**src/logic/riscPkg.sv**
```systemverilog
package riscPkg;

    localparam int XLEN         = 64;
    localparam int instrWidth   = 32;
    localparam int regAddrWidth = 5;

    localparam logic [6:0] opcOp     = 7'b0110011;
    localparam logic [6:0] opcOpImm  = 7'b0010011;
    localparam logic [6:0] opcLoad   = 7'b0000011;
    localparam logic [6:0] opcStore  = 7'b0100011;
    localparam logic [6:0] opcBranch = 7'b1100011;
    localparam logic [6:0] opcLui    = 7'b0110111;

    localparam logic [2:0] f3AddSub = 3'b000;   // also addi
    localparam logic [2:0] f3Ld     = 3'b011;
    localparam logic [2:0] f3Sd     = 3'b011;
    localparam logic [2:0] f3Beq    = 3'b000;
    localparam logic [2:0] f3Bne    = 3'b001;

    localparam logic [6:0] f7Sub = 7'b0100000;

    typedef struct packed {
        logic [6:0]              funct7;
        logic [regAddrWidth-1:0] rs2;
        logic [regAddrWidth-1:0] rs1;
        logic [2:0]              funct3;
        logic [regAddrWidth-1:0] rd;
        logic [6:0]              opcode;
    } rFmtT;

    typedef struct packed {
        logic [11:0]             imm;
        logic [regAddrWidth-1:0] rs1;
        logic [2:0]              funct3;
        logic [regAddrWidth-1:0] rd;
        logic [6:0]              opcode;
    } iFmtT;

    typedef struct packed {
        logic [6:0]              immHi;
        logic [regAddrWidth-1:0] rs2;
        logic [regAddrWidth-1:0] rs1;
        logic [2:0]              funct3;
        logic [4:0]              immLo;
        logic [6:0]              opcode;
    } sFmtT;

    typedef struct packed {
        logic                    imm12;
        logic [5:0]              imm10to5;
        logic [regAddrWidth-1:0] rs2;
        logic [regAddrWidth-1:0] rs1;
        logic [2:0]              funct3;
        logic [3:0]              imm4to1;
        logic                    imm11;
        logic [6:0]              opcode;
    } bFmtT;

    typedef struct packed {
        logic [19:0]             imm;
        logic [regAddrWidth-1:0] rd;
        logic [6:0]              opcode;
    } uFmtT;

    // one fetched word, viewed per format
    typedef union packed {
        rFmtT r;
        iFmtT i;
        sFmtT s;
        bFmtT b;
        uFmtT u;
    } instrWordT;

    typedef enum logic [3:0] {
        opAdd, opSub, opAddi, opLoad, opStore, opBeq, opBne, opLui, opNone
    } opClassT;

    typedef enum logic [1:0] {aluAdd, aluSub, aluPassB} aluOpT;
    typedef enum logic [1:0] {srcPc, srcFetchPc, srcRegA} srcASelT;
    typedef enum logic [1:0] {srcFour, srcImm, srcRegB} srcBSelT;

endpackage

```
**src/logic/instrDecoder.sv**
```systemverilog
`timescale 1ns/100ps

module instrDecoder import riscPkg::*; (
    input  instrWordT               instrReg,
    output opClassT                 opClass,
    output logic [regAddrWidth-1:0] rs1,
    output logic [regAddrWidth-1:0] rs2,
    output logic [regAddrWidth-1:0] rd,
    output logic [XLEN-1:0]         imm
);

    logic [6:0] opcode;

    assign opcode = instrReg.r.opcode;
    assign rs1    = instrReg.r.rs1;   // same position in every format that has it
    assign rs2    = instrReg.r.rs2;
    assign rd     = instrReg.r.rd;

    always_comb begin
        opClass = opNone;
        case (opcode)
            opcOp: begin
                if (instrReg.r.funct3 == f3AddSub) begin
                    if (instrReg.r.funct7 == 7'b0000000) opClass = opAdd;
                    else if (instrReg.r.funct7 == f7Sub) opClass = opSub;
                end
            end
            opcOpImm: if (instrReg.i.funct3 == f3AddSub) opClass = opAddi;
            opcLoad:  if (instrReg.i.funct3 == f3Ld) opClass = opLoad;
            opcStore: if (instrReg.s.funct3 == f3Sd) opClass = opStore;
            opcBranch: begin
                if (instrReg.b.funct3 == f3Beq) opClass = opBeq;
                else if (instrReg.b.funct3 == f3Bne) opClass = opBne;
            end
            opcLui:   opClass = opLui;
            default:  opClass = opNone;
        endcase
    end

    always_comb begin
        case (opcode)
            opcOpImm, opcLoad: imm = {{52{instrReg.i.imm[11]}}, instrReg.i.imm};
            opcStore: imm = {{52{instrReg.s.immHi[6]}}, instrReg.s.immHi, instrReg.s.immLo};
            opcBranch: begin
                imm = {{51{instrReg.b.imm12}}, instrReg.b.imm12, instrReg.b.imm11,
                       instrReg.b.imm10to5, instrReg.b.imm4to1, 1'b0};   // offset bit 0 is zero
            end
            opcLui:   imm = {{32{instrReg.u.imm[19]}}, instrReg.u.imm, 12'b0};
            default:  imm = '0;
        endcase
    end

endmodule

```
**config.mk**
```make
export PLATFORM = sky130hd
export DESIGN_NAME = instrDecoder
export DESIGN_NICKNAME = d
export VERILOG_FILES = /design/src/logic/riscPkg.sv /design/src/logic/instrDecoder.sv
export SDC_FILE = /design/constraint.sdc
export NUM_CORES = 1
export LEC_CHECK = 0
export ABC_AREA = 1
export BUFFER_PORTS_ARGS = -buffer_cell sky130_fd_sc_hd__buf_4
export CAP_MARGIN = 20
export CORE_MARGIN = 8
export CORE_UTILIZATION = 32
export DETAILED_ROUTE_END_ITERATION = 6
export PLACE_DENSITY = 0.8
export SLEW_MARGIN = 10
export SYNTH_ARGS = -nofsm -noshare
export SYNTH_HDL_FRONTEND = slang
export SYNTH_SLANG_ARGS = --single-unit
```
**constraint.sdc**
```tcl
create_clock -name vclk -period 1.9
set_input_delay 0.285 -clock vclk [all_inputs]
set_output_delay 0.285 -clock vclk [all_outputs]
set_load 0.05 [all_outputs]
```
==> metrics.txt, run 1 <==
status=finished, final reports clean; Final HPWL DP=between 3000 and 4000 um; areal power density over the cells=198 mW/mm^2; worst stage delay on the critical path=0.30 ns; DRC violations left=0; number of hold buffers added after cts=0; Slew HR=0.790; synthesis warning total=0; top-area cell type share of the netlist area=0.348; cell type with the highest aggregate area in the netlist=sky130_fd_sc_hd__buf_4; part of the Yosys area used for sequential elements=0; count of cell types in the netlist=16; transition time at the pin with the least slew margin=0.315 ns; Sequential cell area=0 um^2; chain of cells forming the critical path=buf_4 > inv_2 > nand2_1 > nor2_1 > nand3_1 > nand3_4 > buf_4; antenna violation net count after detailed routing=0; initial standard-cell utilization of the core=0.335; vias in the first global route=1,264; drt first-iter violations=39; cell class contributing the biggest share of worst-path delay=simple AND/OR/NAND/NOR gates; Achievable Freq=between 0.5 and 0.6 GHz; Buffers on Ports=about 120; cells resized by post-CTS repair=0; post-CTS setup buffer count=0; die footprint=between 0.005 and 0.006 mm^2; M2 GR Usage=0.248; dominant cell by count in the synthesized netlist=sky130_fd_sc_hd__buf_4; number of search-and-repair iterations in the first detailed-routing pass=4; reported leakage power=1.08 nW; cell-internal power=around 110 uW; endpoint arrival time on the critical path=roughly 1.5 ns; Gate power share=1.000; most numerous cell types in the synthesized netlist=47 x sky130_fd_sc_hd__buf_4, 43 x sky130_fd_sc_hd__nand2_1, 40 x sky130_fd_sc_hd__nand3_1; Post-Route WL=3680 um; Hold Fails Final Rpt=0; overall via count from detail_route=approximately 1,300; Worst setup SP type=input port; FFs & Latches=0; signed area change from the synthesized netlist to the final layout=59.0%; post-synthesis instance area=around 0.0010 mm^2; Synth Instances=192; number of cell rows=20; worst-case vdd ir drop=0.117 mV; global placement routability congestion=approximately 0.91; final instance area=0.00161 mm^2; global-route wire length before repair=5800 um; aggregate global-route resource usage=0.127; average wire per standard cell=roughly 12 um; gr ovfl total=0; most heavily used metal layer in global routing=met2; global-route track usage on met1=0.128; buffers plus inverters on the worst setup path=3; I/O Pins=115; fin crit share=0.927; number of antenna cells inserted=0; Max Fanout on Critical Path=33; final-layout fill cell count=327; kind of end point of the critical path=output pin; post-place instance area=0.00161 mm^2; pin count of the biggest net entering global routing=34; net count of the mapped netlist=224; Worst Hold Class=in2out; Slowest cell on crit path=sky130_fd_sc_hd__nand3_4; floorplan core area=0.00303 mm^2; top cells by area, synth=sky130_fd_sc_hd__buf_4 35%, sky130_fd_sc_hd__nand3_1 20%, sky130_fd_sc_hd__nand2_1 16%; setup TNS=0 ns; switching portion of total power=0.663; ratio of cells with drive above 1 in the final layout=0.527; max capacitance violation total=0; clock buf count=0; RSZ-0062 raised after global routing=false; Worst Path Class, Setup=in2out; max-slew violation total from the final report=0; sequential share of power=0; met3 track demand over resource=0.0537; number of nets in the layout=296; clock network fraction of design power=0; number of antenna violations at the first check in global routing=0; cell type with the highest occurrence count on the critical path=sky130_fd_sc_hd__buf_4; post-route minimum period=roughly 1.8 ns; Avg Inst Size Synth=5.28 um^2; number of vias per cell after detailed routing=about 4.3; worst endpoint required time=1.62 ns; Setup-failing EPs final=0; vertical die dimension=72.3 um; net switching component of the power=211 uW; die width=72.3 um
routing by layer:
layer / up-vias / part of all wire
met3: 0 / 0.14
li1: 699 / -
met4: 0 / 0
met2: 65 / 0.51
met5: - / 0
met1: 548 / 0.34
area by class of cell:
cell class | count | area, um^2 | share of cell area
timing repair buffer | 124 | 931 | 0.578
multi-input combinational | 117 | 547 | 0.339
tap | 44 | 55.1 | 0.0342
inverter | 21 | 78.8 | 0.0489
worst paths after layout:
path,startpoint,end,depth (start not counted),slack [ns]
worst min-delay path,instrReg[18],rs1[3],2,0.84
worst max-delay path,instrReg[4],imm[52],7,0.14
power by group through the flow:
stage          sequential, mW  clock [mW]  combinational [mW]
6_report                    0           0               0.319
5_1_grt                     0           0               0.337
4_1_cts                     0           0               0.321
3_5_place_dp                0           0               0.321
3_3_place_gp                0           0               0.319
2_1_floorplan               0           0               0.221
stage by stage:
step	hold WS [ns]	setup WS [ns]	instances	power [mW]	utilization
3_5_place_dp	0.838	0.142	306	0.321	0.532
4_1_cts	0.838	0.137	306	0.321	0.532
3_3_place_gp	0.838	0.167	306	0.319	0.532
2_1_floorplan	0.737	0.0890	192	0.221	-
5_1_grt	0.839	0.0187	306	0.337	0.532
6_report	0.836	0.139	306	0.319	0.532
logic make-up (layout without fill, tap and decap cells):
group	Yosys count	in the layout	synth area share
AO/OA/AOI/OAI	4	4	0.0259
buffers and inverters	75	145	0.473
AND/OR/NAND/NOR	113	113	0.501
placed cells by master (no fill, tap or decap), types with 2 or more instances in the layout:
master and instances:
sky130_fd_sc_hd__inv_2 7, sky130_fd_sc_hd__nand4_1 2, sky130_fd_sc_hd__nand3_1 39, sky130_fd_sc_hd__o21ai_1 2, sky130_fd_sc_hd__buf_4 124, sky130_fd_sc_hd__nand2_2 3
sky130_fd_sc_hd__nand2_1 43, sky130_fd_sc_hd__inv_1 14, sky130_fd_sc_hd__nor2_1 22
No activity file was read; power rests on OpenSTA's default activity.
==> inputs of run 2 (changes only) <==
CORE_UTILIZATION = 36   (was 32)
MAX_ROUTING_LAYER = met4   (was unset)
PLACE_DENSITY = 0.85   (was 0.8)
TNS_END_PERCENT = 10   (was unset)
clock period = 1.7 ns   (was 1.9 ns; I/O delays follow)
==> run 2 against run 1 <==
Combinational power rose by 18%. Total power up 18%. Critical path depth is 1 higher. Routed wire length up 8.9%. Die area decreased by 8.7%. Non-clock buffer count rose by 7.
==> metrics.txt, run 2 (same netlist as run 1, synthesis figures left out) <==
Worst setup SP type=input port (unchanged); Worst Hold Class=in2out (unchanged); RSZ-0062 raised after global routing=true (was false); average wire per standard cell=13.3 um (was 12.0 um); ratio of cells with drive above 1 in the final layout=0.563 (was 0.527); number of antenna violations at the first check in global routing=0 (unchanged); number of vias per cell after detailed routing=4.56 (was 4.29); Achievable Freq=between 0.6 and 0.7 GHz; initial standard-cell utilization of the core=0.374 (was 0.335); overall via count from detail_route=1,372 (was 1,312); worst endpoint required time=1.44 ns (was 1.62 ns); number of cell rows=19 (was 20); Post-Route WL=4000 um (was 3680 um); Hold Worst Slack=0.776 ns (was 0.836 ns); gr ovfl total=0 (unchanged); antenna violation net count after detailed routing=0 (unchanged); reported leakage power=1.17 nW (was 1.08 nW); global-route wire length before repair=6130 um (was 5800 um); number of search-and-repair iterations in the first detailed-routing pass=4 (unchanged); Hold Fails Final Rpt=0 (unchanged); Final HPWL DP=3330 um (was 3250 um); post-CTS setup buffer count=0 (unchanged); Sequential cell area=0 um^2 (unchanged); Hold Crit Start=instrReg[11] (was instrReg[18]); Max Fanout on Critical Path=19 (was 33); signed area change from the synthesized netlist to the final layout=77.2% (was 59.0%); endpoint arrival time on the critical path=1.40 ns (was 1.48 ns); number of nets in the layout=304 (was 296); die width=69.1 um (was 72.3 um); DRC violations left=0 (unchanged); Worst Path Class, Setup=in2out (unchanged); worst-case vdd ir drop=0.206 mV (was 0.117 mV); final-layout fill cell count=266 (was 327); areal power density over the cells=209 mW/mm^2 (was 198 mW/mm^2); max-slew violation total from the final report=0 (unchanged); number of antenna cells inserted=0 (unchanged); Setup-failing EPs final=0 (unchanged); die footprint=0.00477 mm^2 (was 0.00522 mm^2); leading cell type in the layout, fill and taps excluded=sky130_fd_sc_hd__buf_4 (unchanged); most frequent cells in the layout=107 x sky130_fd_sc_hd__buf_4, 40 x sky130_fd_sc_hd__nand2_1, 36 x sky130_fd_sc_hd__nand3_1, 22 x sky130_fd_sc_hd__nor2_1, 22 x sky130_fd_sc_hd__buf_6 (was 124 x sky130_fd_sc_hd__buf_4, 43 x sky130_fd_sc_hd__nand2_1, 39 x sky130_fd_sc_hd__nand3_1, 22 x sky130_fd_sc_hd__nor2_1, 14 x sky130_fd_sc_hd__inv_1); transition time at the pin with the least slew margin=0.198 ns (was 0.315 ns); I/O Pins=115 (unchanged); FFs & Latches=0 (unchanged); fin crit share=0.974; Buffers on Ports=115 (unchanged); kind of end point of the critical path=output pin (unchanged); aggregate global-route resource usage=0.146 (was 0.127); post-route minimum period=1.66 ns; pin count of the biggest net entering global routing=34 (unchanged); Slew HR=0.868 (was 0.790); vias in the first global route=1,289 (was 1,264); total power=376 uW (was 319 uW); max capacitance violation total=0 (unchanged); Worst setup startpoint=instrReg[4] (unchanged); global placement routability congestion=0.943 (was 0.910); clock buf count=0 (unchanged); floorplan core area=0.00271 mm^2 (was 0.00303 mm^2); status=finished, final reports clean (unchanged); vertical die dimension=69.1 um (was 72.3 um); drt first-iter violations=53 (was 39)
## run 2: cell types whose count changed in the layout (fill, tap and decap cells not counted), sizes merged
cell / before / now
buf: 124 / 131
nand3: 40 / 41
## run 2: worst paths after layout
check  cells past startpoint  slack, ns       to
max                        8       0.04  imm[23]
min                        2       0.78    rd[4]
## run 2: metal layers
metal / vias up / routed length [um] / global-route usage
met4: 0 / 0 / 0
met1: 611 / 1580 / 0.158
li1: 711 / - / -
met2: 50 / 2160 / 0.279
met5: - / 0 / -
met3: 0 / 269 / 0.0300
## run 2: worst max-delay path, cell delays in order
cell and delay, ns:
sky130_fd_sc_hd__buf_4 0.12, sky130_fd_sc_hd__inv_2 0.04, sky130_fd_sc_hd__nand2_1 0.06, sky130_fd_sc_hd__nor2_1 0.17, sky130_fd_sc_hd__nand3_2 0.19, sky130_fd_sc_hd__buf_4 0.25
sky130_fd_sc_hd__nand3_1 0.13, sky130_fd_sc_hd__buf_6 0.17
## run 2: repair_timing
action,CTS,global route
cloned,0,1
setup endpoints to repair,34,54
hold buffers,0,0
gates resized for setup,2,32
pin swaps,1,1
## run 2: through the flow
| stage | instances | instance area [um^2] | setup TNS [ns] | utilization | setup slack, ns |
|---|---|---|---|---|---|
| after floorplan | 192 | 1040 | -1.45 | - | -0.256 |
| after global placement | 300 | 1650 | -0.0215 | 0.609 | -0.0215 |
| after detailed placement | 300 | 1650 | -0.497 | 0.609 | -0.0167 |
| after CTS | 300 | 1660 | 0 | 0.612 | 0.00740 |
| after global routing | 301 | 1800 | -1.30 | 0.663 | -0.0438 |
| final | 301 | 1800 | 0 | 0.663 | 0.0448 |
## run 2: layout make-up
type | count | area (um^2) | area share
inverters | 21 | 78.8 | 0.0439
multi-input cells | 118 | 592 | 0.330
well taps | 31 | 38.8 | 0.0216
repair buffers | 131 | 1090 | 0.605
## run 2: where the power goes
| group | internal (mW) | switching (mW) | leakage, nW |
|---|---|---|---|
| logic | 0.132 | 0.244 | 1.17 |
| registers | 0 | 0 | 0 |
| clock network | 0 | 0 | 0 |
==> inputs of run 3 (changes only) <==
CORE_UTILIZATION = 39   (was 36)
PLACE_DENSITY = 0.9   (was 0.85)
clock period = 2.13 ns   (was 1.7 ns; I/O delays follow)
==> run 3 against run 2 <==
Global-route usage rose by 0.38 points. Count of clock-buffer cells in the layout did not move. Sequential cell count did not move. Critical path depth rose by 1. Final cell count fell by 4.3%. Non-clock buffer count fell by 11. Total power fell by 25%. Hold slack improved by 0.13 ns. Die area fell by 5.9%. Routed wire length fell by 6.2%. Core utilization fell by 3.1 points. Largest cell class unchanged. Via count fell by 2.6%.
==> metrics.txt, run 3 (same netlist as run 1, synthesis figures left out) <==
cells resized by post-CTS repair=0 (was 2); I/O Pins=115 (unchanged); number of hold buffers added after cts=0 (unchanged); max capacitance violation total=0 (unchanged); clock buf count=0 (unchanged); drt first-iter violations=67 (was 53); Placed Instances=288 (was 300); max-slew violation total from the final report=0 (unchanged); Hold Worst Slack=0.905 ns (was 0.776 ns); chain of cells forming the critical path=buf_4 > inv_2 > nand3_1 > inv_2 > nand2_1 > inv_2 > nand2_1 > nand3_4 > buf_4 (was buf_4 > inv_2 > nand2_1 > nor2_1 > nand3_2 > buf_4 > nand3_1 > buf_6); number of antenna cells inserted=0 (unchanged); Sequential cell area=0 um^2 (unchanged); Worst Hold Class=in2out (unchanged); worst-case vdd ir drop=0.166 mV (was 0.206 mV); DRC violations left=0 (unchanged); Slowest cell on crit path=sky130_fd_sc_hd__nand3_4 (was sky130_fd_sc_hd__buf_4); gr ovfl total=0 (unchanged); Worst setup SP type=input port (unchanged); Hold Fails Final Rpt=0 (unchanged); initial standard-cell utilization of the core=0.409 (was 0.374); Worst setup startpoint=instrReg[6] (was instrReg[4]); post-CTS setup buffer count=0 (unchanged); floorplan core area=0.00248 mm^2 (was 0.00271 mm^2); Achievable Freq=0.513 GHz; Max Fanout on Critical Path=33 (was 19); leading cell type in the layout, fill and taps excluded=sky130_fd_sc_hd__buf_4 (unchanged); status=finished, final reports clean (unchanged); number of cell rows=18 (was 19); post-route minimum period=1.95 ns; overall via count from detail_route=1,336 (was 1,372); cell type with the highest occurrence count on the critical path=sky130_fd_sc_hd__inv_2 (was sky130_fd_sc_hd__buf_4); Hold Path Stages=2 (unchanged); Buffers on Ports=115 (unchanged); end-of-flow core utilization=0.631 (was 0.663); FFs & Latches=0 (unchanged); vias in the first global route=1,245 (was 1,289); endpoint arrival time on the critical path=1.63 ns (was 1.40 ns); global placement routability congestion=0.920 (was 0.943); die footprint=0.00449 mm^2 (was 0.00477 mm^2); transition time at the pin with the least slew margin=0.336 ns (was 0.198 ns); non-filler instance count after layout=288 (was 301); number of nets in the layout=292 (was 304); hold-critical path endpoint=rs1[0] (was rd[4]); vertical die dimension=67.0 um (was 69.1 um); ratio of cells with drive above 1 in the final layout=0.519 (was 0.563); number of vias per cell after detailed routing=4.64 (was 4.56); number of antenna violations at the first check in global routing=0 (unchanged); areal power density over the cells=181 mW/mm^2 (was 209 mW/mm^2); Final HPWL DP=3290 um (was 3330 um); worst stage delay on the critical path=0.27 ns (was 0.25 ns); worst endpoint required time=1.81 ns (was 1.44 ns); Hold Crit Start=instrReg[15] (was instrReg[11]); setup TNS=0 ns (unchanged); reported leakage power=1.06 nW (was 1.17 nW); Post-Route WL=3760 um (was 4000 um); average wire per standard cell=13.0 um (was 13.3 um); signed area change from the synthesized netlist to the final layout=54.3% (was 77.2%); global-route wire length before repair=5510 um (was 6130 um); antenna violation net count after detailed routing=0 (unchanged); Setup-failing EPs final=0 (unchanged); number of search-and-repair iterations in the first detailed-routing pass=4 (unchanged); most frequent cells in the layout=120 x sky130_fd_sc_hd__buf_4, 43 x sky130_fd_sc_hd__nand2_1, 39 x sky130_fd_sc_hd__nand3_1, 22 x sky130_fd_sc_hd__nor2_1, 14 x sky130_fd_sc_hd__inv_1 (was 107 x sky130_fd_sc_hd__buf_4, 40 x sky130_fd_sc_hd__nand2_1, 36 x sky130_fd_sc_hd__nand3_1, 22 x sky130_fd_sc_hd__nor2_1, 22 x sky130_fd_sc_hd__buf_6); RSZ-0062 raised after global routing=false (was true); die width=67.0 um (was 69.1 um); pin count of the biggest net entering global routing=34 (unchanged); Worst Path Class, Setup=in2out (unchanged); fin crit share=0.916; Slew HR=0.776 (was 0.868); kind of end point of the critical path=output pin (unchanged); aggregate global-route resource usage=0.150 (was 0.146)
-- run 3: cell count changes in the layout (fill, tap and decap cells not counted), sizes merged --
cell	before	now
buf	131	120
nand3	41	40
-- run 3: layout make-up --
class | count | area (um^2)
well taps | 30 | 37.5
repair buffers | 120 | 901
multi-input cells | 117 | 547
inverters | 21 | 78.8
fillers | 233 | 913
-- run 3: metrics by stage --
stage	area [um^2]	power (mW)	setup WS (ns)
2_1_floorplan	1030	0.197	0.0233
3_3_place_gp	1560	0.282	0.193
3_5_place_dp	1560	0.284	0.172
4_1_cts	1560	0.285	0.171
5_1_grt	1560	0.298	0.0361
6_report	1560	0.283	0.180
-- run 3: critical path, delay by kind of cell --
| kind | cells | cell delay (ns) |
|---|---|---|
| buffers and inverters | 5 | 0.72 |
| and+or+nand+nor | 4 | 0.58 |
-- run 3: worst max path at each step --
stage               cells after the start      end
floorplan                               5  imm[11]
global placement                        9  imm[31]
detailed placement                      9  imm[49]
CTS                                     9  imm[49]
global route                            9  imm[35]
finish                                  9  imm[44]
-- run 3: where the power goes --
group / switching (mW) / internal, mW
Sequential: 0 / 0
Combinational: 0.189 / 0.0939
Clock: 0 / 0
-- run 3: per-layer routing --
| layer | track usage | vias up | wire (um) |
|---|---|---|---|
| met5 | - | - | 0 |
| met4 | 0 | 0 | 0 |
| met3 | 0.0252 | 0 | 467 |
| met2 | 0.287 | 78 | 1960 |
| met1 | 0.165 | 572 | 1330 |
| li1 | - | 686 | - |
