**config.mk**
```make
export PLATFORM = sky130hd
export DESIGN_NAME = busMaster
export DESIGN_NICKNAME = d
export VERILOG_FILES = /design/src/logic/riscPkg.sv /design/src/logic/busMaster.sv
export SDC_FILE = /design/constraint.sdc
export NUM_CORES = 1
export LEC_CHECK = 0
export ABC_AREA = 1
export BUFFER_PORTS_ARGS = -buffer_cell sky130_fd_sc_hd__buf_2
export CORE_AREA = 8 8 185 187
export DETAILED_ROUTE_END_ITERATION = 7
export DIE_AREA = 0 0 193 195
export MAX_ROUTING_LAYER = met4
export PLACE_DENSITY_LB_ADDON = 0.2
export SYNTH_ARGS = -nofsm -noshare
export SYNTH_HDL_FRONTEND = slang
export SYNTH_SLANG_ARGS = --single-unit
```
**constraint.sdc**
```tcl
create_clock -name CLK -period 7.9 [get_ports CLK]
set_input_delay 1.185 -clock CLK [delete_from_list [all_inputs] [get_ports CLK]]
set_output_delay 1.185 -clock CLK [all_outputs]
set_load 0.005 [all_outputs]
```
**src/logic/riscPkg.sv**
```systemverilog
package riscPkg;

    localparam int XLEN         = 64;
    localparam int instrWidth   = 32;
    localparam int regAddrWidth = 5;

    localparam logic [6:0] opcOp     = 7'b0110011;
    localparam logic [6:0] opcOpImm  = 7'b0010011;
    localparam logic [6:0] opcLoad   = 7'b0000011;
    localparam logic [6:0] opcStore  = 7'b0100011;
    localparam logic [6:0] opcBranch = 7'b1100011;
    localparam logic [6:0] opcLui    = 7'b0110111;

    localparam logic [2:0] f3AddSub = 3'b000;   // also addi
    localparam logic [2:0] f3Ld     = 3'b011;
    localparam logic [2:0] f3Sd     = 3'b011;
    localparam logic [2:0] f3Beq    = 3'b000;
    localparam logic [2:0] f3Bne    = 3'b001;

    localparam logic [6:0] f7Sub = 7'b0100000;

    typedef struct packed {
        logic [6:0]              funct7;
        logic [regAddrWidth-1:0] rs2;
        logic [regAddrWidth-1:0] rs1;
        logic [2:0]              funct3;
        logic [regAddrWidth-1:0] rd;
        logic [6:0]              opcode;
    } rFmtT;

    typedef struct packed {
        logic [11:0]             imm;
        logic [regAddrWidth-1:0] rs1;
        logic [2:0]              funct3;
        logic [regAddrWidth-1:0] rd;
        logic [6:0]              opcode;
    } iFmtT;

    typedef struct packed {
        logic [6:0]              immHi;
        logic [regAddrWidth-1:0] rs2;
        logic [regAddrWidth-1:0] rs1;
        logic [2:0]              funct3;
        logic [4:0]              immLo;
        logic [6:0]              opcode;
    } sFmtT;

    typedef struct packed {
        logic                    imm12;
        logic [5:0]              imm10to5;
        logic [regAddrWidth-1:0] rs2;
        logic [regAddrWidth-1:0] rs1;
        logic [2:0]              funct3;
        logic [3:0]              imm4to1;
        logic                    imm11;
        logic [6:0]              opcode;
    } bFmtT;

    typedef struct packed {
        logic [19:0]             imm;
        logic [regAddrWidth-1:0] rd;
        logic [6:0]              opcode;
    } uFmtT;

    // one fetched word, viewed per format
    typedef union packed {
        rFmtT r;
        iFmtT i;
        sFmtT s;
        bFmtT b;
        uFmtT u;
    } instrWordT;

    typedef enum logic [3:0] {
        opAdd, opSub, opAddi, opLoad, opStore, opBeq, opBne, opLui, opNone
    } opClassT;

    typedef enum logic [1:0] {aluAdd, aluSub, aluPassB} aluOpT;
    typedef enum logic [1:0] {srcPc, srcFetchPc, srcRegA} srcASelT;
    typedef enum logic [1:0] {srcFour, srcImm, srcRegB} srcBSelT;

endpackage

```
**src/logic/busMaster.sv**
```systemverilog
`timescale 1ns/100ps

module busMaster import riscPkg::*; (
    input  logic            CLK,
    input  logic            RST,
    input  logic            busReq,
    input  logic            busWrite,
    input  logic            busFetch,
    input  logic [XLEN-1:0] pc,
    input  logic [XLEN-1:0] aluOut,
    input  logic [XLEN-1:0] storeData,
    output logic            busDone,
    output instrWordT       instrReg,
    output logic [XLEN-1:0] mdr,
    output logic            wbCyc,
    output logic            wbStb,
    output logic            wbWe,
    output logic [XLEN-1:0] wbAdr,
    output logic [XLEN-1:0] wbDatOut,
    input  logic [XLEN-1:0] wbDatIn,
    input  logic            wbAck
);

    logic cycActive;
    logic fetchCycle;
    logic startCycle;

    assign startCycle = busReq && !cycActive;
    assign wbCyc      = cycActive;
    assign wbStb      = cycActive;
    assign busDone    = cycActive && wbAck;

    always_ff @(posedge CLK, posedge RST) begin
        if (RST) begin
            cycActive  <= 1'b0;
            wbWe       <= 1'b0;
            fetchCycle <= 1'b0;
        end else if (busDone) begin
            cycActive <= 1'b0;   // drop on the edge after ack
            wbWe      <= 1'b0;
        end else if (startCycle) begin
            cycActive  <= 1'b1;
            wbWe       <= busWrite;
            fetchCycle <= busFetch;
        end
    end

    always_ff @(posedge CLK) begin
        if (startCycle) begin
            wbAdr    <= busFetch ? pc : aluOut;
            wbDatOut <= storeData;
        end
        if (busDone && fetchCycle) begin
            instrReg <= wbAdr[2] ? wbDatIn[XLEN-1:instrWidth] : wbDatIn[instrWidth-1:0];
        end
        if (busDone && !fetchCycle && !wbWe) mdr <= wbDatIn;   // ld data
    end

endmodule

```
==> metrics.txt, run 1 <==
FF-to-FF path depth=3; Finished Core Util=0.381; Worst IR Drop VDD=0.129 mV; area of the core=~31000 sq um; Clock Skews=around 0.006 ns; Lkg Pwr=between 5 and 6 nW; critical path launch point=busReq; worst reg2reg startpoint=wbCyc$_DFFE_PP0P_; Fill cells=between 3000 and 4000; Max-cap violations=0; clk buf depth=3; GRT met1 Usage=0.157; relative slew slack=0.265; Num CTS Buffers=26; min Tclk post-route=2.89 ns; post-cts gate resize count=0; Worst Setup Path Type=primary input to flop; RSZ-0062 raised after global routing=false; grt ovf=0; share of layout cells above drive strength 1=0.500; FF+latch count, synth=227; starting density of the core=0.263; met2 Resource Use GR=0.241; r2r setup slk=between 5 and 6 ns; met3 Usage GRT=0.0604; Finish-stage setup viols=0; Seq/Total Area, Yosys=0.828; area delta synth->final=44.7%; CP max FO=72; WL/cell=about 19 um; Cell Area, Synth=between 8000 and 9000 sq um; die span in y=slightly below 200 um; largest net degree at the start of global routing=73; antenna violations before repair=5; Worst-Skew Late Latency=~0.52 ns; Slew @ Worst Pin=approximately 1.1 ns; Power Density=between 200 and 250 nW/um^2; Final period util=0.365; status=finished, final reports clean; CTS root buf=clkbuf_16; Vias=5973; GP Congestion=0.788; arrival time worst endpoint=3.03 ns; max-slew violation count=0; Initial DRT Pass Iterations=4; Worst-path clk slew=approximately 0.06 ns; final wirelength=27900 um; CTS tree=yes; Most Crowded Layer GR=met2; element type at the critical path end=flop; area of the die=around 38000 sq um; H-tree depth=1; Avg Cell Area, Syn=roughly 15 sq um; Post-CTS Hold Buffers=0; YS warnings=0; first-pass GRT wire length=between 30000 and 40000 um; # rows=65; Post-CTS Setup Repair Bufs=0; vias in the first global route=between 6000 and 7000; All-Layer GR Usage=0.143; Post-DRT Antenna Nets=0; count of cell types in the netlist=15; reg2reg end=wbDatOut[41]$_DFFE_PP_; drt first-iter violations=approximately 220; Post-Syn Instances=roughly 550; startpoint class of the critical path=primary input; # DRC=0; I/O Buffers=489; fin nets=roughly 1300; final hold violation count=0; syn nets=around 800; Final HPWL DP=between 20000 and 25000 um; HP Class=primary input to async pin; Worst Path Required=around 8 ns; setup TNS=0 ns; FMAX=between 0.3 and 0.4 GHz; Top Ports=490; Via-to-Cell Ratio=~4; Die W=just under 200 um; clock sink count=about 230; Critical Path End=wbDatOut[41]$_DFFE_PP_
## routing by layer
metal | vias up | share of wire
li1 | 2899 | -
met4 | 0 | 0.012
met2 | 344 | 0.49
met5 | - | 0
met1 | 2704 | 0.38
met3 | 26 | 0.12
## how the worst min path moves through the flow
stage                            from                endpoint  slack (ns)  cells after the start
6_report                          RST  fetchCycle$_DFFE_PP0P_        0.52                      2
5_1_grt                           RST  fetchCycle$_DFFE_PP0P_        0.49                      2
4_1_cts                           RST  fetchCycle$_DFFE_PP0P_        0.48                      2
3_5_place_dp   fetchCycle$_DFFE_PP0P_  fetchCycle$_DFFE_PP0P_        0.53                      2
3_3_place_gp   fetchCycle$_DFFE_PP0P_  fetchCycle$_DFFE_PP0P_        0.51                      2
2_1_floorplan  fetchCycle$_DFFE_PP0P_  fetchCycle$_DFFE_PP0P_        0.48                      2
## per-stage QoR
| stage | area, sq um | hold slack, ns | cells | power, mW | setup slack (ns) |
|---|---|---|---|---|---|
| CTS | 11900 | 0.482 | 1475 | 3.02 | 5.02 |
| global route | 11900 | 0.491 | 1480 | 3.09 | 4.88 |
| floorplan | 8210 | 0.476 | 554 | 1.60 | 0.670 |
| finish | 11900 | 0.516 | 1480 | 2.97 | 5.01 |
| detailed placement | 11000 | 0.526 | 1428 | 1.77 | 4.45 |
| global placement | 11000 | 0.513 | 1428 | 1.77 | 4.47 |
## area by class of cell
| type | instances | area, sq um | area share |
|---|---|---|---|
| Tap cell | 402 | 503 | 0.0423 |
| Sequential cell | 227 | 6800 | 0.572 |
| Clock buffer | 30 | 687 | 0.0578 |
| Antenna cell | 5 | 12.5 | 0.00105 |
| Multi-Input combinational cell | 267 | 1070 | 0.0898 |
| Clock inverter | 17 | 185 | 0.0156 |
| Inverter | 38 | 143 | 0.0120 |
| Timing Repair Buffer | 494 | 2480 | 0.209 |
## cell families after synthesis
kind of cell	share of synthesized area
AO/OA/AOI/OAI	0.0207
AND/OR/NAND/NOR	0.107
buffers and inverters	0.0440
flip-flops	0.828
## report_power, final
part | internal (mW) | switching (mW) | total [mW]
combinational | 0.117 | 0.166 | 0.283
sequential | 1.43 | 0.0211 | 1.46
clock | 0.751 | 0.476 | 1.23
## cells in the final DEF, fill, tap and decap left out
| cell | n |
|---|---|
| buf_2 | 489 |
| nand2_1 | 229 |
| edfxtp_1 | 224 |
| inv_1 | 37 |
| o21ai_0 | 32 |
| clkbuf_16 | 27 |
| clkinv_2 | 7 |
| diode_2 | 5 |
| clkinv_1 | 5 |
| buf_4 | 5 |
| bufinv_16 | 4 |
| clkbuf_1 | 3 |
| dfrtp_1 | 3 |
| nor2_4 | 2 |
| o21ai_1 | 2 |
| nand3_1 | 1 |
| inv_2 | 1 |
| nor3_2 | 1 |
| inv_8 | 1 |
## synth_stat cells, drive strengths merged
| library cell | count | share of area |
|---|---|---|
| nand2 | 229 | 0.10 |
| nand3 | 1 | 0.00061 |
| clkbuf | 6 | 0.0079 |
| nor3 | 1 | 0.00061 |
| buf | 16 | 0.019 |
| edfxtp | 224 | 0.82 |
| dfrtp | 3 | 0.0091 |
| nor2 | 2 | 0.00091 |
| o21ai | 34 | 0.021 |
| inv | 38 | 0.017 |
## worst max-delay path, stage by stage
cell,delay (ns)
buf_2,0.09
inv_1,0.06
nor2_4,0.21
buf_4,0.60
buf_4,0.80
## state kept, by name, indices dropped and copies added (netlist names)
name,flops
instrReg,32
wbAdr,64
fetchCycle,1
wbDatOut,64
mdr,64
wbWe,1
wbCyc,1
(Power assumes the default switching activity.)
==> run 2, diff against run 1 <==
==> constraint.sdc (replaced) <==
create_clock -name CLK -period 3 [get_ports CLK]
set_input_delay 0.45 -clock CLK [delete_from_list [all_inputs] [get_ports CLK]]
set_output_delay 0.45 -clock CLK [all_outputs]
set_load 0.005 [all_outputs]
==> metrics.txt, run 2 (same netlist as run 1, synthesis figures left out) <==
status=finished, final reports clean (unchanged); CP top delay family=flip-flops (was buffers and inverters); Power Density=636 nW/um^2 (was 250 nW/um^2); Slew @ Worst Pin=0.777 ns (was 1.10 ns); Clock Skews=0.0106 ns (was 0.00591 ns); largest net degree at the start of global routing=68 (was 73); H-tree depth=1 (unchanged); Vias=6066 (was 5973); share of layout cells above drive strength 1=0.498 (was 0.500); Fill cells=3143 (was 3171); Worst IR Drop VDD=0.301 mV (was 0.129 mV); Finish-stage setup viols=0 (unchanged); dpl cells=1433 (was 1428); # DRC=0 (unchanged); leading cell type in the layout, fill and taps excluded=buf_2 (unchanged); Critical Path, Cell by Cell=buf_2 (was buf_2, inv_1, nor2_4, buf_4, buf_4); Die W=193 um (unchanged); Post-CTS Hold Buffers=1 (was 0); Worst Hold Launch=storeData[30]; FF-to-FF path depth=2 (was 3); area of the die=37600 sq um (unchanged); area delta synth->final=44.5% (was 44.7%); starting density of the core=0.263 (unchanged); final wirelength=28800 um (was 27900 um); Worst Path Required=2.55 ns (was 8.04 ns); post-cts gate resize count=0 (unchanged); CTS root buf=clkbuf_16 (unchanged); startpoint class of the critical path=flop (was primary input); setup TNS=0 ns (unchanged); final worst setup slack=0.950 ns (was 5.01 ns); vias in the first global route=6411 (was 6456); Overall Power=7.55 mW (was 2.97 mW); Post-CTS Setup Repair Bufs=0 (unchanged); Post-DRT Antenna Nets=0 (unchanged); max-slew violation count=0 (unchanged); area of the core=31200 sq um (unchanged); reg2reg end=instrReg[7]$_DFFE_PP_ (was wbDatOut[41]$_DFFE_PP_); final hold violation count=0 (unchanged); Lkg Pwr=5.40 nW (was 5.42 nW); WL/cell=19.4 um (was 18.9 um); CTS tree=yes (unchanged); Top Ports=490 (unchanged); RSZ-0062 raised after global routing=false (unchanged); Worst-Skew Late Latency=0.51 ns (was 0.52 ns); relative slew slack=0.482 (was 0.265); antenna violations before repair=5 (unchanged); hold endpoint=wbDatOut[30]$_DFFE_PP_; Finished Core Util=0.380 (was 0.381); # rows=65 (unchanged); I/O Buffers=489 (unchanged); min Tclk post-route=2.05 ns; r2r setup slk=1.22 ns (was 5.32 ns); element type at the critical path end=output port (was flop); All-Layer GR Usage=0.147 (was 0.143); arrival time worst endpoint=1.60 ns (was 3.03 ns); Largest regs=mdr (64), wbAdr (64), wbDatOut (64) (unchanged); Max-cap violations=0 (unchanged); clk buf depth=3 (unchanged); die span in y=195 um (unchanged); Final period util=0.683; worst hold path depth=1; Max stage delay cell, worst path=edfxtp_1 (was buf_4); Num CTS Buffers=25 (was 26); GP Congestion=0.818 (was 0.788); CP max FO=26 (was 72); fin nets=1321 (was 1316); clock sink count=227 (unchanged); first-pass GRT wire length=40500 um (was 39700 um); HP Class=primary input to flop (was primary input to async pin); Via-to-Cell Ratio=4.09 (was 4.04); worst reg2reg startpoint=wbAdr[2]$_DFFE_PP_ (was wbCyc$_DFFE_PP0P_); Initial DRT Pass Iterations=4 (unchanged); Buffers & Inverters on Critical Path=1 (was 4); Crit path largest cell delay=0.85 ns (was 0.80 ns); most frequent cells in the layout=buf_2 (489), nand2_1 (229), edfxtp_1 (224), inv_1 (37), o21ai_0 (32) (unchanged); Worst Setup Path Type=flop to output port (was primary input to flop); FMAX=roughly 0.5 GHz; Post-Place Setup Slack=1.20 ns (was 4.45 ns); non-filler cells, final=1483 (was 1480); Final HPWL DP=23300 um (was 22100 um); drt first-iter violations=299 (was 219); Worst-path clk slew=0.06 ns (about the same); grt ovf=0 (unchanged)
[run 2: changes by cell type in the layout (fill, tap and decap cells not counted)]
cell / previous run / this run
clkbuf_1: 3 / 9
buf_4: 5 / 8
clkinv_2: 7 / 4
buf_12: 0 / 2
bufinv_16: 4 / 2
clkbuf_16: 27 / 25
clkbuf_8: 0 / 2
clkinv_1: 5 / 3
diode_2: 5 / 4
dlygate4sd3_1: 0 / 1
inv_8: 1 / 0
nor3_2: 1 / 0
nor3_4: 0 / 1
[run 2: worst register-to-register path, delay by kind of cell (launching register included)]
family,cells,cell delay (ns)
buf+inv,1,0.48
compound gates,1,0.19
flops,1,0.85
[run 2: cell type report]
type,instances,area [sq um],area share
multi-input cells,267,1070,0.0905
well taps,402,503,0.0424
diodes,4,10.0,0.000844
flip-flops and latches,227,6800,0.573
inverters,38,143,0.0120
clock inverters,9,91.3,0.00770
clock buffers,36,687,0.0579
repair buffers,500,2560,0.216
[run 2: report_power, final]
part	total, mW	internal (mW)	leakage [nW]	switching (mW)
Sequential	3.84	3.77	2.13	0.0681
Clock	2.94	1.75	0.382	1.19
Combinational	0.768	0.322	2.89	0.445
Total	7.55	5.85	5.40	1.70
[run 2: metrics by stage]
stage / instance area [sq um] / hold WS [ns]
after CTS: 11900 / 0.0768
final: 11900 / 0.109
after global placement: 11100 / 0.336
after detailed placement: 11100 / 0.335
after floorplan: 8230 / 0.204
after global routing: 11900 / 0.0768
[run 2: worst max-delay path by stage]
stage	cells past startpoint	start	to
final	1	wbAdr[2]$_DFFE_PP_	wbAdr[2]
after global routing	1	wbAdr[2]$_DFFE_PP_	wbAdr[2]
after CTS	1	wbAdr[2]$_DFFE_PP_	wbAdr[2]
after detailed placement	2	wbAdr[2]$_DFFE_PP_	instrReg[7]$_DFFE_PP_
after global placement	2	wbAdr[2]$_DFFE_PP_	instrReg[9]$_DFFE_PP_
after floorplan	2	busReq	wbAdr[0]$_DFFE_PP_
[run 2: metal layers]
metal  global-route usage  wire, um  vias to the layer above
met5                    -         0                        -
met4               0.0402       663                        0
met3               0.0540      3390                       44
met2                0.251     13900                      347
met1                0.159     10900                     2771
li1                     -         -                     2904
==> run 3, diff against run 2 <==
==> constraint.sdc (replaced) <==
create_clock -name CLK -period 1.9 [get_ports CLK]
set_input_delay 0.285 -clock CLK [delete_from_list [all_inputs] [get_ports CLK]]
set_output_delay 0.285 -clock CLK [all_outputs]
set_load 0.005 [all_outputs]
==> metrics.txt, run 3 (same netlist as run 1, synthesis figures left out) <==
vias in the first global route=7153 (was 6411); WL/cell=18.3 um (was 19.4 um); Finish-stage setup viols=0 (unchanged); top routing layer in use=met4 (unchanged); min Tclk post-route=about 1.6 ns; GP Congestion=0.767 (was 0.818); status=finished, final reports clean (unchanged); Die W=193 um (unchanged); largest net degree at the start of global routing=66 (was 68); Final period util=0.853; I/O Buffers=489 (unchanged); setup TNS=0 ns (unchanged); final wirelength=29600 um (was 28800 um); element type at the critical path end=output port (unchanged); area of the multi-input gates=1080 sq um (was 1070 sq um); starting density of the core=0.263 (unchanged); All-Layer GR Usage=0.153 (was 0.147); Max stage delay cell, worst path=dlygate4sd3_1 (was edfxtp_1); Initial DRT Pass Iterations=4 (unchanged); clk buf depth=3 (unchanged); Critical Path, Cell by Cell=dlygate4sd3_1, buf_2, nand2_2, inv_1, buf_2 (was buf_2); clock sink count=227 (unchanged); leading cell type in the layout, fill and taps excluded=buf_2 (unchanged); die span in y=195 um (unchanged); most frequent cells in the layout=buf_2 (489), nand2_1 (228), edfxtp_1 (224), dlygate4sd3_1 (131), inv_1 (37) (was buf_2 (489), nand2_1 (229), edfxtp_1 (224), inv_1 (37), o21ai_0 (32)); share of layout cells above drive strength 1=0.452 (was 0.498); FMAX=0.617 GHz; most frequent CP cell=buf_2; arrival time worst endpoint=1.34 ns (was 1.60 ns); DRT met1 WL=11400 um (was 10900 um); Worst IR Drop VDD=0.603 mV (was 0.301 mV); Post-DRT Antenna Nets=0 (unchanged); Worst Setup Path Type=primary input to output port (was flop to output port); Worst-path clk slew=0.06 ns (about the same); final hold violation count=0 (unchanged); HP Class=primary input to flop (unchanged); worst hold path depth=3 (was 1); post-cts gate resize count=0 (unchanged); r2r setup slk=0.33 ns (was 1.22 ns); Worst-Skew Late Latency=0.51 ns (about the same); Power Density=897 nW/um^2 (was 636 nW/um^2); # DRC=0 (unchanged); startpoint class of the critical path=primary input (was flop); Largest regs=mdr (64), wbAdr (64), wbDatOut (64) (unchanged); CP top delay family=buffers and inverters (was flip-flops); Routed met3 length=2780 um (was 3390 um); CTS root buf=clkbuf_16 (unchanged); H-tree depth=1 (unchanged); RSZ-0062 raised after global routing=false (unchanged); Fill cells=2980 (was 3143); Max-cap violations=0 (unchanged); antenna violations before repair=3 (was 5); area of the core=31200 sq um (unchanged); grt ovf=0 (unchanged); drt first-iter violations=274 (was 299); final worst setup slack=0.279 ns (was 0.950 ns); FF-to-FF path depth=3 (was 2); Final HPWL DP=23300 um (about the same); Finished Core Util=0.425 (was 0.380); CTS tree=yes (unchanged); relative slew slack=0.674 (was 0.482); stages on the worst setup path=5 (was 1); max-slew violation count=0 (unchanged); Post-Place Setup Slack=0.285 ns (was 1.20 ns); Buffers & Inverters on Critical Path=4 (was 1); CP max FO=4 (was 26); Via-to-Cell Ratio=4.01 (was 4.09); Top Ports=490 (unchanged); Num CTS Buffers=24 (was 25); Clock Skews=0.00570 ns (was 0.0106 ns); area of the die=37600 sq um (unchanged); Post-CTS Setup Repair Bufs=0 (unchanged); FF/Latch Area=6800 sq um (about the same); Slew @ Worst Pin=0.487 ns (was 0.777 ns); first-pass GRT wire length=42800 um (was 40500 um); area delta synth->final=61.7% (was 44.5%); Vias=6493 (was 6066); met2 wire len=14600 um (was 13900 um); fin nets=1460 (was 1321); Lkg Pwr=6.01 nW (was 5.40 nW); Crit path largest cell delay=0.56 ns (was 0.85 ns); Worst Path Required=1.62 ns (was 2.55 ns); # rows=65 (unchanged)
==> run 3: cell types whose count changed in the layout (fill, tap and decap cells not counted), sizes merged <==
cell / change
clkbuf: -11
clkinv: +10
dlygate4sd3: +130
diode: -3
bufinv: -1
buf: +10
==> run 3: what timing repair did <==
item	4_1_cts	5_1_grt
hold buffers	130	1
endpoints found under the hold margin	132	1
endpoints found under the setup margin	0	0
==> run 3: worst reg2reg max path, cell delays in order, from the launching register on <==
cell and delay (ns):
dfrtp_2 0.42, nand2_2 0.13, nor3_4 0.45, buf_12 0.26
==> run 3: path summary, 6_finish.rpt <==
path | from | to
max | wbAck | busDone
min | aluOut[8] | wbAdr[8]$_DFFE_PP_
max reg2reg | wbCyc$_DFFE_PP0P_ | mdr[21]$_DFFE_PP_
min reg2reg | fetchCycle$_DFFE_PP0P_ | fetchCycle$_DFFE_PP0P_
max in group asynchronous | RST | wbCyc$_DFFE_PP0P_
min in group asynchronous | RST | fetchCycle$_DFFE_PP0P_
==> run 3: power breakdown <==
part	internal, mW	total, mW	switching (mW)	leakage, nW
Combinational	0.742	1.52	0.778	3.51
Sequential	5.96	6.05	0.0967	2.13
Clock	2.50	4.34	1.84	0.368
Total	9.20	11.9	2.72	6.01
==> run 3: area by class of cell <==
type	instances	area share
inverter	38	0.0107
tap	402	0.0379
antenna	1	0.000188
sequential	227	0.512
clock buffer	25	0.0471
clock inverter	18	0.00782
timing repair buffer	640	0.303
multi-input combinational	267	0.0810
==> run 3: layer usage <==
layer,GRT usage,vias to the layer above
met5,-,-
met4,0.0419,0
met3,0.0415,47
met2,0.268,345
met1,0.169,2919
li1,-,3182
==> run 3: per-stage QoR <==
stage                     hold slack, ns  power [mW]  instances  area (sq um)
after global routing              0.0202        12.5       1618         13300
after detailed placement           0.171        7.50       1443         11200
after global placement             0.164        7.48       1443         11200
final                             0.0378        11.9       1618         13300
after CTS                       0.000935        12.1       1616         13300
after floorplan                   0.0386        6.61        554          8240
